[src/hdl/regMapPkg.sv]
//********************************************************************
// register map of the timer bus and bus field types
// word address constants, synchronizer depth of the tick path
//********************************************************************

`default_nettype none

package regMapPkg;

    // bus fields
    typedef logic [2:0]  regAddr_t;
    typedef logic [31:0] busWord_t;

    // word addresses, address 7 is unused and reads as zero
    localparam regAddr_t ADDR_COUNT0  = 3'd0;
    localparam regAddr_t ADDR_COUNT1  = 3'd1;
    localparam regAddr_t ADDR_COUNT2  = 3'd2;
    localparam regAddr_t ADDR_RELOAD0 = 3'd3;
    localparam regAddr_t ADDR_RELOAD1 = 3'd4;
    localparam regAddr_t ADDR_RELOAD2 = 3'd5;
    localparam regAddr_t ADDR_IRQ_EN  = 3'd6;

    // flops between refClk and the edge detector, sets tick latency
    localparam int SYNC_STAGES = 2;

endpackage

`default_nettype wire

[src/hdl/timerPkg.sv]
//********************************************************************
// timer data types shared by the channels, the core and the bus block
// count/reload word type, interrupt vector type, channel count
//********************************************************************

`default_nettype none

package timerPkg;

    // number of independent down counters
    localparam int NUM_TIMERS = 3;

    // width of one count or reload register
    localparam int TIMER_WIDTH = 32;

    // count and reload value
    typedef logic [TIMER_WIDTH-1:0] timerWord_t;

    // one bit per channel, used for enables, strobes and irq
    typedef logic [NUM_TIMERS-1:0] irqVec_t;

endpackage

`default_nettype wire

[src/hdl/timerRegIf.sv]
//********************************************************************
// register interface between the bus front end and the timer core
// write data and load strobes toward the core, readbacks back
//********************************************************************

`timescale 1ns/1ps
`default_nettype none

interface timerRegIf;

    // write side, driven by the bus block
    timerPkg::timerWord_t wrData;
    timerPkg::irqVec_t    countLoad;
    timerPkg::irqVec_t    reloadLoad;
    logic                 irqEnLoad;

    // readback side, driven by the core
    timerPkg::timerWord_t count  [timerPkg::NUM_TIMERS];
    timerPkg::timerWord_t reload [timerPkg::NUM_TIMERS];
    timerPkg::irqVec_t    irqEn;

    modport bus (
        output wrData, countLoad, reloadLoad, irqEnLoad,
        input  count, reload, irqEn
    );

    modport core (
        input  wrData, countLoad, reloadLoad, irqEnLoad,
        output count, reload, irqEn
    );

endinterface

`default_nettype wire

[src/hdl/refTickGen.sv]
//********************************************************************
// reference clock synchronizer and rising-edge detector
// produces one clk-wide tick per refClk rising edge
//********************************************************************

`timescale 1ns/1ps
`default_nettype none

module refTickGen (
    input  logic clk,
    input  logic reset,
    input  logic refClk,
    output logic tick
);

    logic [regMapPkg::SYNC_STAGES-1:0] syncReg;
    logic                              prevLevel;

    // refClk is asynchronous to clk, first stage may go metastable
    always_ff @(posedge clk or posedge reset) begin
        if (reset) begin
            syncReg   <= '0;
            prevLevel <= 1'b0;
            tick      <= 1'b0;
        end else begin
            syncReg   <= {syncReg[regMapPkg::SYNC_STAGES-2:0], refClk};
            prevLevel <= syncReg[regMapPkg::SYNC_STAGES-1];
            // high for one cycle when the synchronized level goes 0 -> 1
            tick      <= syncReg[regMapPkg::SYNC_STAGES-1] & ~prevLevel;
        end
    end

endmodule

`default_nettype wire

[src/hdl/timerBusRegs.sv]
//********************************************************************
// bus front end of the timer
// request registers, write decoder and registered read multiplexer
//********************************************************************

`timescale 1ns/1ps
`default_nettype none

module timerBusRegs (
    input  logic                clk,
    input  logic                reset,
    input  logic                read,
    input  logic                write,
    input  regMapPkg::regAddr_t address,
    input  regMapPkg::busWord_t dataIn,
    output logic                readValid,
    output regMapPkg::busWord_t dataOut,
    timerRegIf.bus              regs
);

    logic                readReg;
    logic                writeReg;
    regMapPkg::regAddr_t addressReg;
    regMapPkg::busWord_t dataInReg;
    regMapPkg::busWord_t readMux;

    // request stage
    always_ff @(posedge clk or posedge reset) begin
        if (reset) begin
            readReg    <= 1'b0;
            writeReg   <= 1'b0;
            addressReg <= '0;
            dataInReg  <= '0;
        end else begin
            readReg    <= read;
            writeReg   <= write;
            addressReg <= address;
            dataInReg  <= dataIn;
        end
    end

    // response stage, two edges after the request
    always_ff @(posedge clk or posedge reset) begin
        if (reset) begin
            readValid <= 1'b0;
            dataOut   <= '0;
        end else begin
            readValid <= readReg;
            dataOut   <= readMux;
        end
    end

    assign regs.wrData = dataInReg;

    // write decoder, at most one strobe per cycle
    always_comb begin
        regs.countLoad  = '0;
        regs.reloadLoad = '0;
        regs.irqEnLoad  = 1'b0;
        if (writeReg) begin
            case (addressReg)
                regMapPkg::ADDR_COUNT0:  regs.countLoad[0]  = 1'b1;
                regMapPkg::ADDR_COUNT1:  regs.countLoad[1]  = 1'b1;
                regMapPkg::ADDR_COUNT2:  regs.countLoad[2]  = 1'b1;
                regMapPkg::ADDR_RELOAD0: regs.reloadLoad[0] = 1'b1;
                regMapPkg::ADDR_RELOAD1: regs.reloadLoad[1] = 1'b1;
                regMapPkg::ADDR_RELOAD2: regs.reloadLoad[2] = 1'b1;
                regMapPkg::ADDR_IRQ_EN:  regs.irqEnLoad     = 1'b1;
                default: ;
            endcase
        end
    end

    // read mux, unused enable bits come back as zero
    always_comb begin
        readMux = '0;
        case (addressReg)
            regMapPkg::ADDR_COUNT0:  readMux = regs.count[0];
            regMapPkg::ADDR_COUNT1:  readMux = regs.count[1];
            regMapPkg::ADDR_COUNT2:  readMux = regs.count[2];
            regMapPkg::ADDR_RELOAD0: readMux = regs.reload[0];
            regMapPkg::ADDR_RELOAD1: readMux = regs.reload[1];
            regMapPkg::ADDR_RELOAD2: readMux = regs.reload[2];
            regMapPkg::ADDR_IRQ_EN:  readMux = regMapPkg::busWord_t'(regs.irqEn);
            default: ;
        endcase
    end

endmodule

`default_nettype wire

[src/hdl/timerChannel.sv]
//********************************************************************
// one timer channel
// count and reload registers, decrement on tick, reload at zero
// and a one-cycle interrupt pulse when enabled
//********************************************************************

`timescale 1ns/1ps
`default_nettype none

module timerChannel (
    input  logic                 clk,
    input  logic                 reset,
    input  logic                 tick,
    input  logic                 countLoad,
    input  logic                 reloadLoad,
    input  timerPkg::timerWord_t wrData,
    input  logic                 irqEnable,
    output timerPkg::timerWord_t count,
    output timerPkg::timerWord_t reload,
    output logic                 irq
);

    logic countZero;

    assign countZero = (count == '0);

    // bus write to the count wins over a tick in the same cycle
    always_ff @(posedge clk or posedge reset) begin
        if (reset) begin
            count <= '0;
        end else if (countLoad) begin
            count <= wrData;
        end else if (tick) begin
            if (countZero) begin
                count <= reload;
            end else begin
                count <= count - 1'b1;
            end
        end
    end

    always_ff @(posedge clk or posedge reset) begin
        if (reset) begin
            reload <= '0;
        end else if (reloadLoad) begin
            reload <= wrData;
        end
    end

    // pulse only when the reload really happens
    always_ff @(posedge clk or posedge reset) begin
        if (reset) begin
            irq <= 1'b0;
        end else begin
            irq <= tick & countZero & irqEnable & ~countLoad;
        end
    end

endmodule

`default_nettype wire

[src/hdl/timerCore.sv]
//********************************************************************
// timer core
// NUM_TIMERS channels and the interrupt enable register
//********************************************************************

`timescale 1ns/1ps
`default_nettype none

module timerCore (
    input  logic              clk,
    input  logic              reset,
    input  logic              tick,
    timerRegIf.core           regs,
    output timerPkg::irqVec_t irq
);

    timerPkg::irqVec_t irqEnReg;

    // enable mask comes from the low bits of the write word
    always_ff @(posedge clk or posedge reset) begin
        if (reset) begin
            irqEnReg <= '0;
        end else if (regs.irqEnLoad) begin
            irqEnReg <= regs.wrData[timerPkg::NUM_TIMERS-1:0];
        end
    end

    assign regs.irqEn = irqEnReg;

    // all channels share the tick and the write data
    for (genvar i = 0; i < timerPkg::NUM_TIMERS; i++) begin : genChannel
        timerChannel i_timerChannel (
            .clk        (clk),
            .reset      (reset),
            .tick       (tick),
            .countLoad  (regs.countLoad[i]),
            .reloadLoad (regs.reloadLoad[i]),
            .wrData     (regs.wrData),
            .irqEnable  (irqEnReg[i]),
            .count      (regs.count[i]),
            .reload     (regs.reload[i]),
            .irq        (irq[i])
        );
    end

endmodule

`default_nettype wire

[src/hdl/timerTop.sv]
//********************************************************************
// timer peripheral top level
// bus front end, reference tick generator and timer core
//********************************************************************

`timescale 1ns/1ps
`default_nettype none

module timerTop (
    input  logic                clk,
    input  logic                reset,
    input  logic                read,
    input  logic                write,
    input  regMapPkg::regAddr_t address,
    input  regMapPkg::busWord_t dataIn,
    input  logic                refClk,
    output logic                readValid,
    output regMapPkg::busWord_t dataOut,
    output timerPkg::irqVec_t   irq
);

    logic tick;

    timerRegIf regIf ();

    timerBusRegs i_timerBusRegs (
        .clk       (clk),
        .reset     (reset),
        .read      (read),
        .write     (write),
        .address   (address),
        .dataIn    (dataIn),
        .readValid (readValid),
        .dataOut   (dataOut),
        .regs      (regIf.bus)
    );

    refTickGen i_refTickGen (
        .clk    (clk),
        .reset  (reset),
        .refClk (refClk),
        .tick   (tick)
    );

    timerCore i_timerCore (
        .clk   (clk),
        .reset (reset),
        .tick  (tick),
        .regs  (regIf.core),
        .irq   (irq)
    );

endmodule

`default_nettype wire

[config.mk]
export PLATFORM = sky130hd
export DESIGN_NAME = timerTop
export DESIGN_NICKNAME = d
export VERILOG_FILES = /design/src/hdl/regMapPkg.sv /design/src/hdl/timerPkg.sv /design/src/hdl/timerRegIf.sv /design/src/hdl/refTickGen.sv /design/src/hdl/timerBusRegs.sv /design/src/hdl/timerChannel.sv /design/src/hdl/timerCore.sv /design/src/hdl/timerTop.sv
export SDC_FILE = /design/constraint.sdc
export NUM_CORES = 1
export LEC_CHECK = 0
export BUFFER_PORTS_ARGS = -buffer_cell sky130_fd_sc_hd__buf_4
export CORE_MARGIN = 1
export CORE_UTILIZATION = 45
export DETAILED_ROUTE_END_ITERATION = 12
export GPL_TIMING_DRIVEN = 0
export PLACE_DENSITY = 0.6
export RECOVER_POWER = 25
export SYNTH_ARGS = -nofsm -noshare
export SYNTH_HDL_FRONTEND = slang
export SYNTH_SLANG_ARGS = --single-unit
[constraint.sdc]
create_clock -name clk -period 23 [get_ports clk]
set_input_delay 0 -clock clk [delete_from_list [all_inputs] [get_ports clk]]
set_output_delay 0 -clock clk [all_outputs]
set_load 0.01 [all_outputs]
# Word-level counts from Yosys, hierarchy flattened

Index checks and enable logic that the tools add are counted.

Output and inout bits: 36
Input bits: 40
Logic and storage cells: 69
Register bits: 272

Reductions and logical operators: 7
Add/subtract/negate cells: 3
Bitwise operators: 14
Equal/unequal tests: 6
Muxes and demuxes: 20

Operators by type and width:

| kind                    | number |
|---|---|
| $mux W32                | 9 |
| $pmux W32 S7            | 1 |
| $logic_not A32 Y1       | 3 |
| $sub A32 B1 Y32 const B | 3 |
| $and A1 B1 Y1           | 10 |
| $eq A3 B3 Y1 const B    | 3 |
| $mux W1                 | 8 |
| $eq A3 B2 Y1 const B    | 2 |
| $mux W3                 | 2 |
| $reduce_bool A2 Y1      | 3 |
| $not A1 Y1              | 4 |
| $eq A3 B1 Y1 const B    | 1 |
| $logic_not A3 Y1        | 1 |

# Depth between registers and ports, before layout

Depth after elaboration: 5
Mapped depth: 10

# Cells and area by module

A second synthesis with hierarchy kept.

Cell total of the unflattened synthesis: 1,424
Area total of the unflattened synthesis: 15,274.6 µm²

By module, submodules not included:

| module       | seq. area each (µm²) | cells an instance | area each (µm²) | times used |
|---|---|---|---|---|
| timerChannel | 1,626.6              | 371               | 3,836.2         | 3 |
| timerBusRegs | 1,751.7              | 298               | 3,535.9         | 1 |
| refTickGen   | 100.1                | 6                 | 117.6           | 1 |
| timerCore    | 75.1                 | 7                 | 112.6           | 1 |

# Least setup slack after synthesis

OpenSTA, ideal clock, no wires.

Kind: reg-to-reg
Start point: register i_timerCore.genChannel[1].i_timerChannel.count[4]
End point: register i_timerCore.genChannel[1].i_timerChannel.count[31]
Data required time: 22.936 ns
Library setup time: 0.064 ns
Cell stages (with the launch flop): 10
Setup slack: 20.263 ns
Arrival time: 2.672 ns
Path through: dfrtp_1 -> buf_6 -> or4_1 -> buf_2 -> or4_4 -> buf_6 -> or3_4 -> or3_1 -> a31oi_1 -> a211o_1

Longest elaborated chain between the ends: 4
Elaborated cells on any way between the ends: 5

Ends and longest elaborated chain:

| what                                                        | RTL line                               | RTL |
|---|---|---|
| start, declared                                             | timerChannel.sv:18                     | `output timerPkg::timerWord_t count,` |
| start signal, assigned                                      | timerChannel.sv:32                     | `count <= wrData;` |
| start signal, assigned                                      | timerChannel.sv:35                     | `count <= reload;` |
| start signal, assigned                                      | timerChannel.sv:37                     | `count <= count - 1'b1;` |
| $sub A32 B1 Y32 / $logic_not A32 Y1 (equally long branches) | timerChannel.sv:37, timerChannel.sv:25 |  |
| $mux W32 *                                                  | timerChannel.sv:34                     | `if (countZero) begin` |
| $mux W32 *                                                  | timerChannel.sv:33                     | `end else if (tick) begin` |
| $mux W32 *                                                  | timerChannel.sv:31                     | `end else if (countLoad) begin` |

Every way passes the cells marked *; elsewhere a longest branch is shown, timed or not. The select of a mux whose other input is x is not followed.
A chain may end at the register's enable or synchronous reset.

==> summary.md <==
| Metric | Value |
|---|---|
| Asr flop ratio synth | `1.000` |
| Drt pass-1 iters | `8` |
| Final net count | `1582` |
| Failing checks | `capacitance limit, slew limit` |
| Sw Share | `0.3270` |
| Reg clk slew, reported paths | `0.06 ns` |
| Port bufs | `75` |
| DIE AREA | `31360 um2` |
| P_leak | `0.006797 uW` |
| Initial antenna violation count | `0` |
| Most used flip-flop cell after synthesis | `dfrtp_1` |
| WL met3 | `6806 um` |
| Largest fanout on the critical path | `114` |
| Sequential share of power | `0.446` |
| Critical Path End Type | `asynchronous set/reset pin` |
| Fmax | `0.1341 GHz` |
| Setup WS pre-CTS | `19.07 ns` |
| First-pass GRT wire length | `80230 um` |
| Total grt overflow | `0` |
| Syn Nets | `1433` |
| Detailed Route WL | `55450 um` |
| Vias per cell | `6.515` |
| DRC Markers | `0` |
| Rows | `63` |
| Synth Instances | `1387` |
| Critical Path RT | `22.21 ns` |
| Inserted Clock Buffers | `30` |
| Fin util | `0.5477` |
| Max-slew violation count | `188` |
| P_int | `1040 uW` |
| Distinct cells, synth | `68` |
| Core area | `29870 um2` |
| Max VDD drop | `0.07010 mV` |
| Clk root buf | `clkbuf_16` |
| Psw | `505.4 uW` |
| Post-DP HPWL | `38530 um` |
| Placed insts | `1855` |
| Cells along the critical path | `dlygate4sd3_1 -> clkbuf_4 -> clkinvlp_2 -> clkbuf_1` |
| Synth top area cells | `dfrtp_1, mux2_2, a22oi_1` |
| Mapped Avg Cell Area | `9.946 um2` |
| Relative slew slack | `-3.033` |
| CTS tree | `built` |
| EDFF count, synth | `0` |
| M1 wire length | `22290 um` |
| Post-route antenna net violation count | `0` |
| RSZ-0062 raised after global routing | `no` |
| DR top layer | `met4` |
| Starting Density | `0.4618` |
| # IOs | `76` |
| Crit-path max cell delay | `4.30 ns` |
| Largest net degree at the start of global routing | `115` |
| Tot GR Track Use | `0.3569` |
| Register bit count reported by yosys | `272` |
| Final period util | `0.3242` |
| Synth warnings | `0` |
| Skew-Pair Late Insertion Delay | `0.58 ns` |
| PwrDens | `94.45 nW/um2` |
| Chip Width | `177.1 um` |
| Leading area contributor after synthesis | `dfrtp_1` |
| Initial DRC Count | `1861` |
| Worst min path class | `primary input to flip-flop` |
| H-tree levels | `1` |
| Outcome | `finished, violations left` |
| Final Hold Vio Count | `0` |
| Master of the slowest instance on the critical path | `clkbuf_1` |
| Skew final | `0.01374 ns` |
| Wire length per cell | `28.46 um` |
| Combinational Power Share | `0.212` |
| Clk sink count | `272` |
| Clock buffer depth | `3` |
| Met2 WL | `23460 um` |
| Worst endpoint data arrival time | `6.66 ns` |
| Post-CTS Setup Inserts | `0` |
| Setup WS post-layout | `15.54 ns` |
| Area growth, synth to finish | `18.61%` |
| Final Critical Period | `7.456 ns` |
| Final setup vio count | `0` |
| Total power | `1546 uW` |
| Netlist Area Pre-Place | `13800 um2` |
| Clock Power Share | `0.342` |
| Gpl congestion | `0.9703` |
| CP top delay family | `buffers and inverters` |
| Maxcap violations | `3` |
| Worst setup path class | `primary input to asynchronous set/reset pin` |
| Number of diodes | `0` |
| Finished Layout Cells | `1948` |
| Vias in the first global route | `12100` |
| Post-synthesis sequential area ratio | `0.4934` |
| Total number of vias | `12690` |
| DIE HEIGHT | `177.1 um` |
| Number of buffers and inverters on the critical path | `4` |
| Share of layout cells above drive strength 1 | `0.1650` |
| CP Launch Type | `primary input` |
| Worst-Margin Slew | `6.050 ns` |
| Post-route setup TNS | `0 ns` |
| Area fraction of the dominant cell type after synthesis | `0.4934` |
==> through the flow <==
stage | area, um2 | hold slack (ns)
after floorplan | 13800 | 0.03143
after detailed placement | 14920 | 0.06361
final | 16360 | 0.07990
after CTS | 16390 | 0.01551
after global placement | 14850 | 0.1089
after global routing | 16360 | 0.08588
==> repair_timing <==
action | in CTS | in global routing
hold endpoints to repair | 171 | 0
setup endpoints to repair | 0 | 0
resized for setup | 0 | 0
hold buffers | 39 | 0
==> sequential cells by signal, indices dropped and copies added, names as in the netlist <==
name,cells
i_timerBusRegs.readValid,1
i_timerCore.genChannel.i_timerChannel.count,96
i_timerBusRegs.dataOut,32
i_refTickGen.syncReg,2
i_timerCore.genChannel.i_timerChannel.irq,3
i_timerBusRegs.readReg,1
i_refTickGen.prevLevel,1
i_timerBusRegs.writeReg,1
i_refTickGen.tick,1
i_timerBusRegs.addressReg,3
i_timerCore.genChannel.i_timerChannel.reload,96
i_timerBusRegs.regs.wrData,32
i_timerCore.regs.irqEn,3
==> worst register-to-register path, cell delays in order, from the launching register on <==
cell and delay [ns]:
dfrtp_1 0.36, clkbuf_1 0.20, nor4_1 1.03, nand3_1 0.43, or2_2 0.41, clkbuf_1 0.26
nor2_1 0.99, a221oi_1 0.21, o21ai_0 0.14
==> cells in the mapped netlist (all sizes together), types with 13 or more instances <==
cell type	n
a21oi	93
inv	13
dfrtp	272
o21ai	86
buf	25
a22oi	89
nor4	27
xnor2	34
and3	43
o22ai	31
clkbuf	89
nor2	106
nor3	52
mux2	102
or4	17
xor2	23
nand2	70
or3	14
nand3	58
==> cells in the final DEF (no fill, tap or decap), types with 7 or more instances in the layout <==
master         instances
o31ai_1                8
nor2_1               106
clkbuf_4              39
or3_1                 13
clkbuf_1              92
buf_4                 40
dfrtp_1              272
mux2i_1               12
buf_1                 14
or4_1                 15
nor3b_1                7
nand3_1               58
dlygate4sd3_1         39
a221oi_1              12
o21ai_0               85
a21oi_1               93
a22oi_1               89
mux2_2               102
clkbuf_16             30
xor2_1                23
nand4_1                8
o22ai_1               31
inv_1                 12
and3_1                43
a31oi_1               10
o211ai_1               8
xnor2_1               34
nor4_1                25
nor3_1                52
nand2_1               69
==> metal layers <==
layer,track usage,vias to the layer above
met5,0,-
met4,0.1591,0
met3,0.08763,195
met2,0.5229,843
met1,0.4976,6215
li1,-,5439
==> power by group through the flow <==
stage / sequential [uW] / clock (uW) / combinational, uW
3_5_place_dp: 687 / 0 / 317
3_3_place_gp: 686 / 0 / 308
2_1_floorplan: 647 / 0 / 223
5_1_grt: 696 / 549 / 359
4_1_cts: 680 / 533 / 324
6_report: 689 / 529 / 328
==> cells by family after synthesis <==
family          Yosys count  share of synthesized area
compound gates          373                     0.1716
xor+xnor                 57                    0.03619
fa+ha+maj                 6                   0.005442
buf+inv                 127                    0.03700
flops                   272                     0.4934
mux                     115                    0.09360
simple gates            437                     0.1628
==> layout make-up <==
cell class / instances / area [um2]
Sequential cell: 272 / 6807
Timing Repair Buffer: 117 / 992.2
Tap cell: 390 / 488.0
Clock buffer: 36 / 813.3
Inverter: 13 / 50.05
Buffer: 114 / 461.7
Fill cell: 2707 / 13510
Multi-Input combinational cell: 988 / 6485
Clock inverter: 18 / 266.5
==> worst paths after layout <==
check | from | to | slack (ns) | depth (start not counted)
min reg2reg | i_timerBusRegs.readReg | i_timerBusRegs.readValid | 0.35 | 0
min in group asynchronous | reset | i_timerBusRegs.regs.wrData[5] | 0.74 | 3
max reg2reg | flip-flop | flip-flop | 18.89 | 8
max | reset | i_timerBusRegs.regs.wrData[25] | 15.54 | 4
max in group clk | flip-flop | flip-flop | 18.89 | 8
min | dataIn[11] | i_timerBusRegs.regs.wrData[11] | 0.08 | 2
Note: power is estimated with default switching activity, not from simulation.
